[config.mk]
export PLATFORM = sky130hd
export DESIGN_NAME = lcdMenu
export DESIGN_NICKNAME = d
export VERILOG_FILES = /design/src/design/menuPkg.sv /design/src/design/lcdJobIf.sv /design/src/design/menuRom.sv /design/src/design/localRam.sv /design/src/design/charPicker.sv /design/src/design/lcdWriter.sv /design/src/design/menuController.sv /design/src/design/lcdMenu.sv
export SDC_FILE = /design/constraint.sdc
export NUM_CORES = 1
export LEC_CHECK = 0
export BUFFER_PORTS_ARGS = -buffer_cell sky130_fd_sc_hd__buf_4
export CAP_MARGIN = 20
export CORE_UTILIZATION = 30
export DETAILED_ROUTE_END_ITERATION = 10
export GPL_TIMING_DRIVEN = 0
export PLACE_DENSITY_LB_ADDON = 0.1
export SYNTH_ARGS = -nofsm -noshare
export SYNTH_HDL_FRONTEND = slang
export SYNTH_SLANG_ARGS = --single-unit
[constraint.sdc]
create_clock -name clk -period 6.75 [get_ports clk]
set_input_delay 1.35 -clock clk [delete_from_list [all_inputs] [get_ports clk]]
set_output_delay 1.35 -clock clk [all_outputs]
set_load 0.005 [all_outputs]
[src/design/menuPkg.sv]
`default_nettype none

package menuPkg;

	//////////////////////////////
	// LCD geometry
	localparam int lineLen = 16;
	localparam int lastCell = 31;

	// Cell address, character code and font nibble
	typedef logic [4:0] lcdAddrT;
	typedef logic [7:0] charT;
	typedef logic [3:0] nibbleT;

	// Menu texts in ROM order
	typedef enum logic [2:0] {
		titleMain, optDisplayLocal, optModifyLocal, optClearLocal,
		titleSure, optYes, optNo
	} menuIdT;

	// Data source of one LCD copy job
	typedef enum logic [1:0] {srcMenu, srcRam, srcPicked} srcT;

	// Controller states
	typedef enum logic [3:0] {
		refreshTitle, refreshOption, awaitJob, waitSelect,
		showLocalDone, posSelect, charSelect, clearNow
	} ctrlStateT;

	//////////////////////////////
	// Character constants
	localparam charT blankChar = 8'h20;
	// Column 4 row 1 is 'A'
	localparam nibbleT startColumn = 4'd4;
	localparam nibbleT startRow = 4'd1;

	// One 16 character line per menu text, first character in the top byte
	localparam logic [8*lineLen-1:0] menuText [8] = '{
		"   Main  Menu   ",
		"Display Local   ",
		"Modify Local    ",
		"Clear Local     ",
		"Are you sure?   ",
		"Yes             ",
		"No              ",
		// Spare code, never selected
		"                "
	};

	// Character idx of menu text id
	function automatic charT menuChar(input menuIdT id, input nibbleT idx);
		return menuText[id][8*(lineLen-1-int'(idx)) +: 8];
	endfunction

endpackage

`default_nettype wire

[src/design/lcdJobIf.sv]
`timescale 1ns/1ps
`default_nettype none

interface lcdJobIf;
	import menuPkg::*;

	// Request side, held stable from start until done
	logic start;
	lcdAddrT firstAddr;
	lcdAddrT lastAddr;
	srcT source;
	menuIdT menuSel;

	// Writer side
	logic done;
	// Offset of the cell being fetched from firstAddr
	lcdAddrT readIdx;

	modport ctrl (output start, firstAddr, lastAddr, source, menuSel, input done);
	modport writer (input start, firstAddr, lastAddr, source, menuSel, output done, readIdx);

endinterface

`default_nettype wire

[src/design/menuRom.sv]
`timescale 1ns/1ps
`default_nettype none

module menuRom (
	input wire clk,
	input wire menuPkg::menuIdT menuSel,
	input wire menuPkg::nibbleT readIdx,
	output menuPkg::charT romData
);
	import menuPkg::*;

	// Text table lookup, one cycle latency
	always_ff @(posedge clk)
	begin
		romData <= menuChar(menuSel, readIdx);
	end

endmodule

`default_nettype wire

[src/design/localRam.sv]
`timescale 1ns/1ps
`default_nettype none

module localRam (
	input wire clk,
	input wire reset,
	input wire menuPkg::lcdAddrT readAddr,
	output menuPkg::charT ramData,
	input wire ramWrite,
	input wire menuPkg::lcdAddrT ramWriteAddr,
	input wire menuPkg::charT ramWriteData,
	input wire ramClear
);
	import menuPkg::*;

	// One character per LCD cell
	charT mem [lastCell+1];

	always_ff @(posedge clk)
	begin
		// Blank screen after reset or a clear
		if (reset || ramClear)
		begin
			for (int i = 0; i <= lastCell; i++)
				mem[i] <= blankChar;
		end
		else if (ramWrite)
			mem[ramWriteAddr] <= ramWriteData;
		// Registered read port
		ramData <= mem[readAddr];
	end

endmodule

`default_nettype wire

[src/design/charPicker.sv]
`timescale 1ns/1ps
`default_nettype none

module charPicker (
	input wire clk,
	input wire reset,
	input wire menuBtn,
	input wire pickEnable,
	input wire pickShow,
	input wire rotaryEvent,
	input wire rotaryLeft,
	input wire columnLeftBtn,
	input wire columnRightBtn,
	output menuPkg::charT pickedChar,
	output logic changed
);
	import menuPkg::*;

	nibbleT column;
	nibbleT row;
	// Character last sent to the LCD
	charT shownChar;

	assign pickedChar = {column, row};
	assign changed = pickedChar != shownChar;

	always_ff @(posedge clk)
	begin
		if (reset || menuBtn)
		begin
			column <= startColumn;
			row <= startRow;
			shownChar <= {startColumn, startRow};
		end
		else
		begin
			if (pickShow)
				shownChar <= pickedChar;
			if (pickEnable)
			begin
				// Knob steps the row and wins over the buttons
				if (rotaryEvent)
					row <= rotaryLeft ? row + 1'b1 : row - 1'b1;
				else if (columnRightBtn)
				begin
					// Skip columns 8 and 9, wrap 15 to 2
					case (column)
						4'd7: column <= 4'd10;
						4'd15: column <= 4'd2;
						default: column <= column + 1'b1;
					endcase
				end
				else if (columnLeftBtn)
				begin
					case (column)
						4'd10: column <= 4'd7;
						4'd2: column <= 4'd15;
						default: column <= column - 1'b1;
					endcase
				end
			end
		end
	end

	// Column stays on printing columns through every step sequence
	printableColumn: assert property (@(posedge clk) disable iff (reset)
		!(column inside {4'd0, 4'd1, 4'd8, 4'd9}));

endmodule

`default_nettype wire

[src/design/lcdWriter.sv]
`timescale 1ns/1ps
`default_nettype none

module lcdWriter (
	input wire clk,
	input wire reset,
	lcdJobIf.writer job,
	input wire menuPkg::charT romData,
	input wire menuPkg::charT ramData,
	input wire menuPkg::charT pickedChar,
	output menuPkg::lcdAddrT lcdAddr,
	output menuPkg::charT lcdData,
	output logic lcdWrite
);
	import menuPkg::*;

	// Setup presents the read address and write strobes the LCD
	typedef enum logic [1:0] {wIdle, wSetup, wWrite} writerStateT;

	writerStateT phase;
	lcdAddrT offset;

	assign job.readIdx = offset;
	assign lcdAddr = job.firstAddr + offset;
	assign lcdWrite = phase == wWrite;

	// Source mux
	always_comb
	begin
		case (job.source)
			srcMenu: lcdData = romData;
			srcRam: lcdData = ramData;
			default: lcdData = pickedChar;
		endcase
	end

	always_ff @(posedge clk)
	begin
		job.done <= 1'b0;
		if (reset)
		begin
			phase <= wIdle;
			offset <= '0;
		end
		else
		begin
			case (phase)
				wIdle:
					if (job.start)
					begin
						offset <= '0;
						phase <= wSetup;
					end
				wSetup:
					phase <= wWrite;
				wWrite:
					// Last cell written, done pulses next cycle
					if (lcdAddr == job.lastAddr)
					begin
						phase <= wIdle;
						job.done <= 1'b1;
					end
					else
					begin
						offset <= offset + 1'b1;
						phase <= wSetup;
					end
				default:
					phase <= wIdle;
			endcase
		end
	end

	// Controller only starts a job on an idle writer
	startWhileIdle: assert property (@(posedge clk) disable iff (reset)
		job.start |-> phase == wIdle);

	// Writes stay inside the requested range
	writeInRange: assert property (@(posedge clk) disable iff (reset)
		lcdWrite |-> (lcdAddr >= job.firstAddr && lcdAddr <= job.lastAddr));

endmodule

`default_nettype wire

[src/design/menuController.sv]
`timescale 1ns/1ps
`default_nettype none

module menuController (
	input wire clk,
	input wire reset,
	input wire rotaryEvent,
	input wire rotaryLeft,
	input wire rotaryBtn,
	input wire menuBtn,
	input wire changed,
	input wire menuPkg::charT pickedChar,
	lcdJobIf.ctrl job,
	output logic ramWrite,
	output menuPkg::lcdAddrT ramWriteAddr,
	output menuPkg::charT ramWriteData,
	output logic ramClear,
	output logic pickEnable,
	output logic pickShow,
	output logic cursorEnable,
	output logic cursorLeft,
	output logic cursorRight
);
	import menuPkg::*;

	ctrlStateT state;
	// State to enter once the running job is done
	ctrlStateT afterJob;
	menuIdT option;
	// Inside the are you sure submenu
	logic confirm;
	// Job issued and not yet done
	logic busy;
	lcdAddrT cursorPos;

	// Issue one LCD job and wait for it
	task automatic launch(input lcdAddrT first, input lcdAddrT last, input srcT src,
		input menuIdT sel, input ctrlStateT after);
		job.start <= 1'b1;
		job.firstAddr <= first;
		job.lastAddr <= last;
		job.source <= src;
		job.menuSel <= sel;
		busy <= 1'b1;
		afterJob <= after;
		state <= awaitJob;
	endtask

	assign ramWriteAddr = cursorPos;
	assign ramClear = state == clearNow;
	assign cursorEnable = state == posSelect;
	// Hold the picker while a redraw is pending
	assign pickEnable = state == charSelect && !changed;

	//////////////////////////////
	always_ff @(posedge clk)
	begin
		// One cycle strobes
		job.start <= 1'b0;
		pickShow <= 1'b0;
		ramWrite <= 1'b0;
		cursorLeft <= 1'b0;
		cursorRight <= 1'b0;
		if (job.done)
			busy <= 1'b0;

		if (reset)
		begin
			state <= refreshTitle;
			afterJob <= refreshTitle;
			option <= optDisplayLocal;
			confirm <= 1'b0;
			busy <= 1'b0;
			cursorPos <= '0;
		end
		else if (menuBtn)
		begin
			// Back to the menu, a running job finishes first
			state <= refreshTitle;
			cursorPos <= '0;
			if (confirm)
			begin
				confirm <= 1'b0;
				option <= optClearLocal;
			end
		end
		else
		begin
			case (state)
				refreshTitle:
					if (!busy)
						launch('0, lcdAddrT'(lineLen - 1), srcMenu,
							confirm ? titleSure : titleMain, refreshOption);
				refreshOption:
					launch(lcdAddrT'(lineLen), lcdAddrT'(lastCell), srcMenu, option, waitSelect);
				awaitJob:
					if (job.done)
						state <= afterJob;
				waitSelect:
					if (rotaryBtn)
					begin
						case (option)
							optDisplayLocal:
								launch('0, lcdAddrT'(lastCell), srcRam, option, showLocalDone);
							optModifyLocal:
								launch('0, lcdAddrT'(lastCell), srcRam, option, posSelect);
							optClearLocal:
							begin
								confirm <= 1'b1;
								option <= optYes;
								state <= refreshTitle;
							end
							optYes:
								state <= clearNow;
							default:
							begin
								// No, back to the main ring
								confirm <= 1'b0;
								option <= optDisplayLocal;
								state <= refreshTitle;
							end
						endcase
					end
					else if (rotaryEvent)
					begin
						// Left is next, right is previous
						case (option)
							optDisplayLocal: option <= rotaryLeft ? optModifyLocal : optClearLocal;
							optModifyLocal: option <= rotaryLeft ? optClearLocal : optDisplayLocal;
							optClearLocal: option <= rotaryLeft ? optDisplayLocal : optModifyLocal;
							optYes: option <= optNo;
							default: option <= optYes;
						endcase
						state <= refreshTitle;
					end
				showLocalDone:
					if (rotaryBtn)
						state <= refreshTitle;
				posSelect:
					if (rotaryBtn)
					begin
						// Show the current pick at the cursor cell
						pickShow <= 1'b1;
						launch(cursorPos, cursorPos, srcPicked, option, charSelect);
					end
					else if (rotaryEvent)
					begin
						// Knob left walks the cursor right
						if (rotaryLeft)
						begin
							cursorPos <= cursorPos + 1'b1;
							cursorRight <= 1'b1;
						end
						else
						begin
							cursorPos <= cursorPos - 1'b1;
							cursorLeft <= 1'b1;
						end
					end
				charSelect:
					if (rotaryBtn)
					begin
						// Store the pick and redraw it once more
						ramWrite <= 1'b1;
						ramWriteData <= pickedChar;
						pickShow <= 1'b1;
						launch(cursorPos, cursorPos, srcPicked, option, posSelect);
					end
					else if (changed)
					begin
						pickShow <= 1'b1;
						launch(cursorPos, cursorPos, srcPicked, option, charSelect);
					end
				clearNow:
				begin
					// RAM clears this cycle
					confirm <= 1'b0;
					option <= optDisplayLocal;
					state <= refreshTitle;
				end
				default:
					state <= refreshTitle;
			endcase
		end
	end

	// Store and clear never reach the RAM in the same cycle
	noWriteAndClear: assert property (@(posedge clk) disable iff (reset)
		!(ramWrite && ramClear));

endmodule

`default_nettype wire

[src/design/lcdMenu.sv]
`timescale 1ns/1ps
`default_nettype none

module lcdMenu (
	input wire clk,
	input wire reset,
	input wire rotaryEvent,
	input wire rotaryLeft,
	input wire rotaryBtn,
	input wire columnLeftBtn,
	input wire columnRightBtn,
	input wire menuBtn,
	output menuPkg::lcdAddrT lcdAddr,
	output menuPkg::charT lcdData,
	output logic lcdWrite,
	output logic cursorEnable,
	output logic cursorLeft,
	output logic cursorRight
);
	import menuPkg::*;

	charT romData;
	charT ramData;
	charT pickedChar;
	charT ramWriteData;
	lcdAddrT ramWriteAddr;
	logic ramWrite;
	logic ramClear;
	logic pickEnable;
	logic pickShow;
	logic changed;

	//////////////////////////////
	// Controller to writer job link
	lcdJobIf job ();

	menuController uCtrl (
		.clk, .reset, .rotaryEvent, .rotaryLeft, .rotaryBtn, .menuBtn, .changed,
		.pickedChar, .job(job.ctrl), .ramWrite, .ramWriteAddr, .ramWriteData,
		.ramClear, .pickEnable, .pickShow, .cursorEnable, .cursorLeft, .cursorRight
	);

	lcdWriter uWriter (
		.clk, .reset, .job(job.writer), .romData, .ramData, .pickedChar,
		.lcdAddr, .lcdData, .lcdWrite
	);

	// Menu jobs span one line so the low offset bits index the text
	menuRom uRom (.clk, .menuSel(job.menuSel), .readIdx(job.readIdx[3:0]), .romData);

	// RAM jobs start at cell 0 so the offset is the address
	localRam uRam (
		.clk, .reset, .readAddr(job.readIdx), .ramData, .ramWrite, .ramWriteAddr,
		.ramWriteData, .ramClear
	);

	charPicker uPicker (
		.clk, .reset, .menuBtn, .pickEnable, .pickShow, .rotaryEvent, .rotaryLeft,
		.columnLeftBtn, .columnRightBtn, .pickedChar, .changed
	);

endmodule

`default_nettype wire

# Yosys cells after proc, flatten, opt, wreduce, memory -nomap -nowiden
# Memory sizes are Yosys's and may differ from the RTL's. A register that Yosys moved wholly into a read port is not among the register bits.
# Cells that the tools add are included.
# Widths: inputs -> output; s select.
[totals]
rom_bits = 1024
output_inout_bits = 17
in_bits = 8
memories = 2
ram_bits = 256
ff_bits = 78
wordCells = 207
[mem_list]
columns = ["memory", "words", "width", "rd", "rd_clocked_by_memory_dff", "wr", "line_no", "rtl"]
rows = [
  ["(no name shown)", 8, 128, 1, 0, 0, "menuPkg.sv:52", "return menuText[id][8*(lineLen-1-int'(idx)) +: 8];"],
  ["uRam.mem", 32, 8, 1, 1, 32, "localRam.sv:17", "charT mem [lastCell+1];"],
]
[op_classes]
n_addsub = 9
mux = 99
n_bitwise = 8
n_shift = 1
n_eq_ne = 35
n_lt_le_gt_ge = 1
n_reduce_logical = 29
[op_table]
columns = ["operator", "n"]
rows = [
  ["$mux 128", 2],
  ["$shiftx 128x32->8", 1],
  ["$mux 5", 13],
  ["$mux 4", 16],
  ["$pmux 5 s5", 2],
  ["$mux 3", 11],
  ["$pmux 4 s7", 1],
  ["$mux 1", 26],
  ["$pmux 4 s2", 3],
  ["$eq 4x3->1 const B", 5],
  ["$pmux 4 s5", 1],
  ["$mux 2", 9],
  ["$pmux 3 s2", 3],
  ["$ne 2x2->1 const B", 8],
  ["$pmux 8 s2", 1],
  ["$pmux 3 s5", 1],
  ["$eq 4x2->1 const B", 3],
  ["$pmux 3 s4", 1],
  ["$reduce_and 3->1", 4],
  ["$add 5x1->5 const B", 2],
  ["$pmux 1 s5", 2],
  ["$pmux 2 s5", 1],
  ["$pmux 5 s2", 1],
  ["$add 4x1->4 const B", 2],
  ["41 further kinds", 63],
]

# Logic depth before layout (Yosys ltp)
[logic_depth]
ltp_word = 6
ltp_mapped = 9
ltp_nobuf = 7

# Modules after synthesis
# A second synthesis with hierarchy kept.
[unflattened]
hier_cells = 1289
area_unflattened_um2 = 17123.9
[by_module_without_submodules]
columns = ["mod", "n_inst", "seq_area_each_um2", "area_each_um2", "cells_each"]
rows = [
  ["localRam", 1, 7847.5, 12029.0, 739],
  ["menuController", 1, 1111.1, 2129.5, 202],
  ["menuRom", 1, 140.1, 1242.4, 156],
  ["charPicker", 1, 320.3, 914.6, 107],
  ["lcdWriter", 1, 160.2, 808.3, 85],
]

# Worst setup path after synthesis
# Ideal clock, no wire load.
[synth_path]
path_kind = "input-to-reg"
start = "input port reset"
end = "memory uRam.mem[0][0] in the netlist's numbering (enable)"
arrival_time_ns = 3.111
setup_time_ns = 0.384
path_slack_ns = 3.255
path_buffers = 3
path_stages = 7
t_required_ns = 6.366
cell_sequence = "buf_2 -> a31oi_2 -> nand2_1 -> or3_1 -> clkbuf_1 -> clkbuf_1 -> o21ai_0"
[synth_lines]
columns = ["item", "line_no", "rtl"]
rows = [
  ["start: declaration", "lcdMenu.sv:6", "input wire reset,"],
  ["end: declaration", "localRam.sv:17", ""],
]

==> out/metrics.csv <==
stage;metric;value;unit
global_routing;grt_pass1_wl;75700;um
clock_network;ctsHtreeMaxLevel;2;
placed_design;place_inst;2122;
clock_network;cts_buffers;41;
finish;drive_gt1_frac;0.143;
worst_setup_path;reg2reg_slack;3.33;ns
drt;drtPass1Iterations;5;
sta;setup_viol;0;
global_routing;grt_max_degree;13;
sta;rsz0062_at_grt;false;
clock_network;clock-root-buffer;clkbuf_16;
finish;stdcell_area;19300;um2
logic_synthesis;synth_edf_count;279;
finish;fin_nets;1450;
pwr;swShare;0.228;
placed_design;post-place-ws;2.26;ns
floorplanning;start_util;0.304;
logic_synthesis;synth_area;16800;um2
worst_setup_path;critical_path.reg2reg.startpoint;uCtrl.state[0];
hold_path;hold-path-endpoint;uCtrl.ramWriteData[6];
drt;drc_errors;0;
logic_synthesis;async_reset_ff_frac;0;
drt;antenna_left;0;
worst_setup_path;cp.required;7.00;ns
floorplanning;ioPinCount;25;
global_routing;grt_overflow_total;0;
sta;maxSlewViolCount;0;
logic_synthesis;seq_area_frac_synth;0.570;
placed_design;gp_congestion;0.837;
logic_synthesis;yosysWarnings;0;
sta;timing.final.crit_share;0.585;
worst_setup_path;start_kind;input pin;
sta;fin_tns_setup;0;ns
placed_design;dpl_cell_area;18100;um2
pwr;p_sw;1080;uW
pwr;power_leakage;0.00662;uW
logic_synthesis;syn_avg_cell_area;12.7;um2
floorplanning;core_area;55200;um2
clock_network;clock_path_buffers;3;
global_routing;antenna_found_initial;1;
floorplanning;dieArea;57000;um2
worst_setup_path;critPathMaxFanout;10;
sta;worst_pin_slew;1.13;ns
pwr;power;4720;uW
worst_setup_path;worstPathArrival;4.20;ns
hold_path;hp-start;uPicker.column[2];
finish;antennaDiodeCount;0;
finish;syn_to_final_growth;15.0;%
sta;hold_violations;0;
pwr;p_int;3650;uW
finish;fill_cells;5476;
worst_setup_path;ff2ff_path_depth;5;
worst_setup_path;crit_path_end_kind;register;
drt;post_drt_wl_per_cell;23.3;um
clock_network;cts_sinks;339;
hold_path;hold_depth;0;
clock_network;cts_tree;built;
sta;period_minus_slack;3.95;ns
drt;num_vias;11000;
worst_setup_path;path_class;in2reg;
worst_setup_path;rr_endpoint;uRam.mem[2][0];
pwr;pwr-share-seq;0.500;
sta;finalWorstSetupSlack;2.80;ns
pwr;pwr-share-comb;0.057;
clock_network;cts_setup_buffers;0;
hold_path;hp-class;reg2reg;
pwr;pwr-share-clk;0.444;
clock_network;clk_pin_slew_worst_paths;0.05;ns
placed_design;hpwl;36500;um
global_routing;grt_pass1_vias;11200;
logic_synthesis;ys_types;66;
sta;fmax;253;MHz
pwr;peakVddDrop;0.164;mV
logic_synthesis;synth_nets;1359;
drt;drt_iter0_markers;874;
sta;slew_headroom;0.245;
drt;viasPerCell;5.03;
logic_synthesis;synth_seq_cells;339;
pwr;power_density;244;nW/um2
outcome;outcome;completed;
run;max_cap_viol_count;0;
floorplanning;fp-row-count;86;
floorplanning;die_y;239;um
drt;wl;51100;um
placed_design;portBuffers;21;
sta;clock_skew;0.0323;ns
clock_network;cts-resized-gates;0;
finish;final_cells;2197;
clock_network;ctsHoldBuffers;0;
global_routing;grtUsageTotal;0.183;
logic_synthesis;syn_inst;1327;
logic_synthesis;ys.flop_type;edfxtp_1;
floorplanning;dieWidth;239;um
clock_network;clk_latency;0.57;ns
==> worst max path at each step <==
stage	from	slack (ns)	depth (start not counted)	end
2_1_floorplan	reset	3.25	7	uRam.mem[0][0]
5_1_grt	reset	2.72	6	uRam.mem[1][0]
6_report	reset	2.80	6	uRam.mem[2][0]
3_5_place_dp	reset	2.26	6	uRam.mem[30][4]
4_1_cts	uWriter.job.readIdx[0]	2.83	6	lcdAddr[4]
3_3_place_gp	reset	1.84	5	uRam.mem[3][1]
==> synthesized netlist by cell type (3+ instances only) <==
cell type  count  area (um2)
inv_1         17        63.8
nand3b_1       5        37.5
a31oi_1       11        68.8
nand3_1       14        70.1
buf_6          3        33.8
mux4_2        81        1820
and3_1         5        31.3
nor2_1        82         308
nand2b_1      17         106
and2_1       232        1450
xnor2_1        7        61.3
o21ai_0       71         355
or2_2          3        18.8
buf_1          6        22.5
o22ai_1        4        25.0
o211ai_1      10        75.1
nor3_1        14        70.1
a22oi_1        4        30.0
xor2_1        20         175
nand2_1       73         274
fa_1           3        60.1
nor3b_1        5        37.5
a211oi_1       5        37.5
buf_4          4        30.0
a311oi_1       4        35.0
dfxtp_1       60        1200
nand4b_1       3        26.3
a21oi_1       36         180
o21bai_1       4        30.0
nand4_1        5        31.3
ha_1          21         263
clkbuf_1      77         289
nor2b_1       15        93.8
buf_2         11        55.1
mux2i_1       28         280
or3_1         40         250
edfxtp_1     279        8380
a21o_1        11        82.6
==> per-stage QoR <==
stage | utilization | hold WS, ns
2_1_floorplan | - | 0.403
3_3_place_gp | 0.324 | 0.424
3_5_place_dp | 0.328 | 0.428
4_1_cts | 0.350 | 0.442
5_1_grt | 0.350 | 0.460
6_report | 0.350 | 0.447
==> cells by family after synthesis <==
kind of cell	after synthesis	synth area share
xor gates and xnor gates	28	0.0155
buffers and inverters	120	0.0299
and+or+nand+nor	525	0.173
AOI/OAI and AO/OA	182	0.0668
DFF	339	0.570
adders and majority gates	24	0.0192
muxes	109	0.125
==> power by group through the flow <==
stage	Combinational (uW)	Clock, uW	Sequential [uW]
global route	288	2220	2370
global placement	259	0	2400
CTS	271	2150	2360
finish	268	2100	2360
floorplan	166	0	2390
detailed placement	269	0	2400
==> cells in the final DEF, fill, tap and decap left out, types with 11 or more instances in the layout <==
cell       instances
edfxtp_1         279
nor2_1            82
clkbuf_16         42
o21ai_0           57
inv_1             17
ha_1              21
mux2i_1           28
mux4_2            81
nand2b_1          17
o21ai_1           14
a31oi_1           11
dfxtp_1           60
nand3_1           14
a21oi_1           36
clkbuf_1          94
and2_1           232
buf_4             45
or3_1             40
nand2_1           73
xor2_1            20
nor3_1            14
a21o_1            11
buf_2             17
nor2b_1           15
==> flip-flops by register name (all words and copies together), names as in the netlist, 3 cells and up <==
register and cells:
uWriter.job.readIdx 5, uPicker.shownChar 8, uRam.mem 256, uRom.romData 7, uCtrl.state 3, uCtrl.job.lastAddr 5, uCtrl.ramWriteAddr 5, uCtrl.job.menuSel 3
uPicker.column 4, uCtrl.option 3, uCtrl.afterJob 3, uCtrl.ramWriteData 8, uRam.ramData 8, uCtrl.job.firstAddr 5, uPicker.row 4
==> routing by layer <==
metal  up-vias  GRT usage  share of wire
met5         -          0              0
met4         0     0.0567          0.026
met3        68     0.0267          0.038
met2       251      0.297           0.48
met1      5648      0.253           0.46
li1       5079          -              -
==> worst max-delay path: stages <==
cell and delay (ns):
buf_2 0.16, a31oi_2 0.59, nand4b_1 0.54, clkbuf_1 0.42, o21ai_0 0.83, buf_4 0.28
==> final cells by class <==
cell class	instances	area (um2)	area share
Sequential cell	339	9580	0.496
Timing Repair Buffer	48	349	0.0181
Multi-Input combinational cell	868	6720	0.348
Clock inverter	13	96.3	0.00498
Tap cell	748	936	0.0484
Inverter	19	71.3	0.00369
Clock buffer	61	1140	0.0591
Buffer	101	430	0.0223
Power figures use the tool's default switching activity.
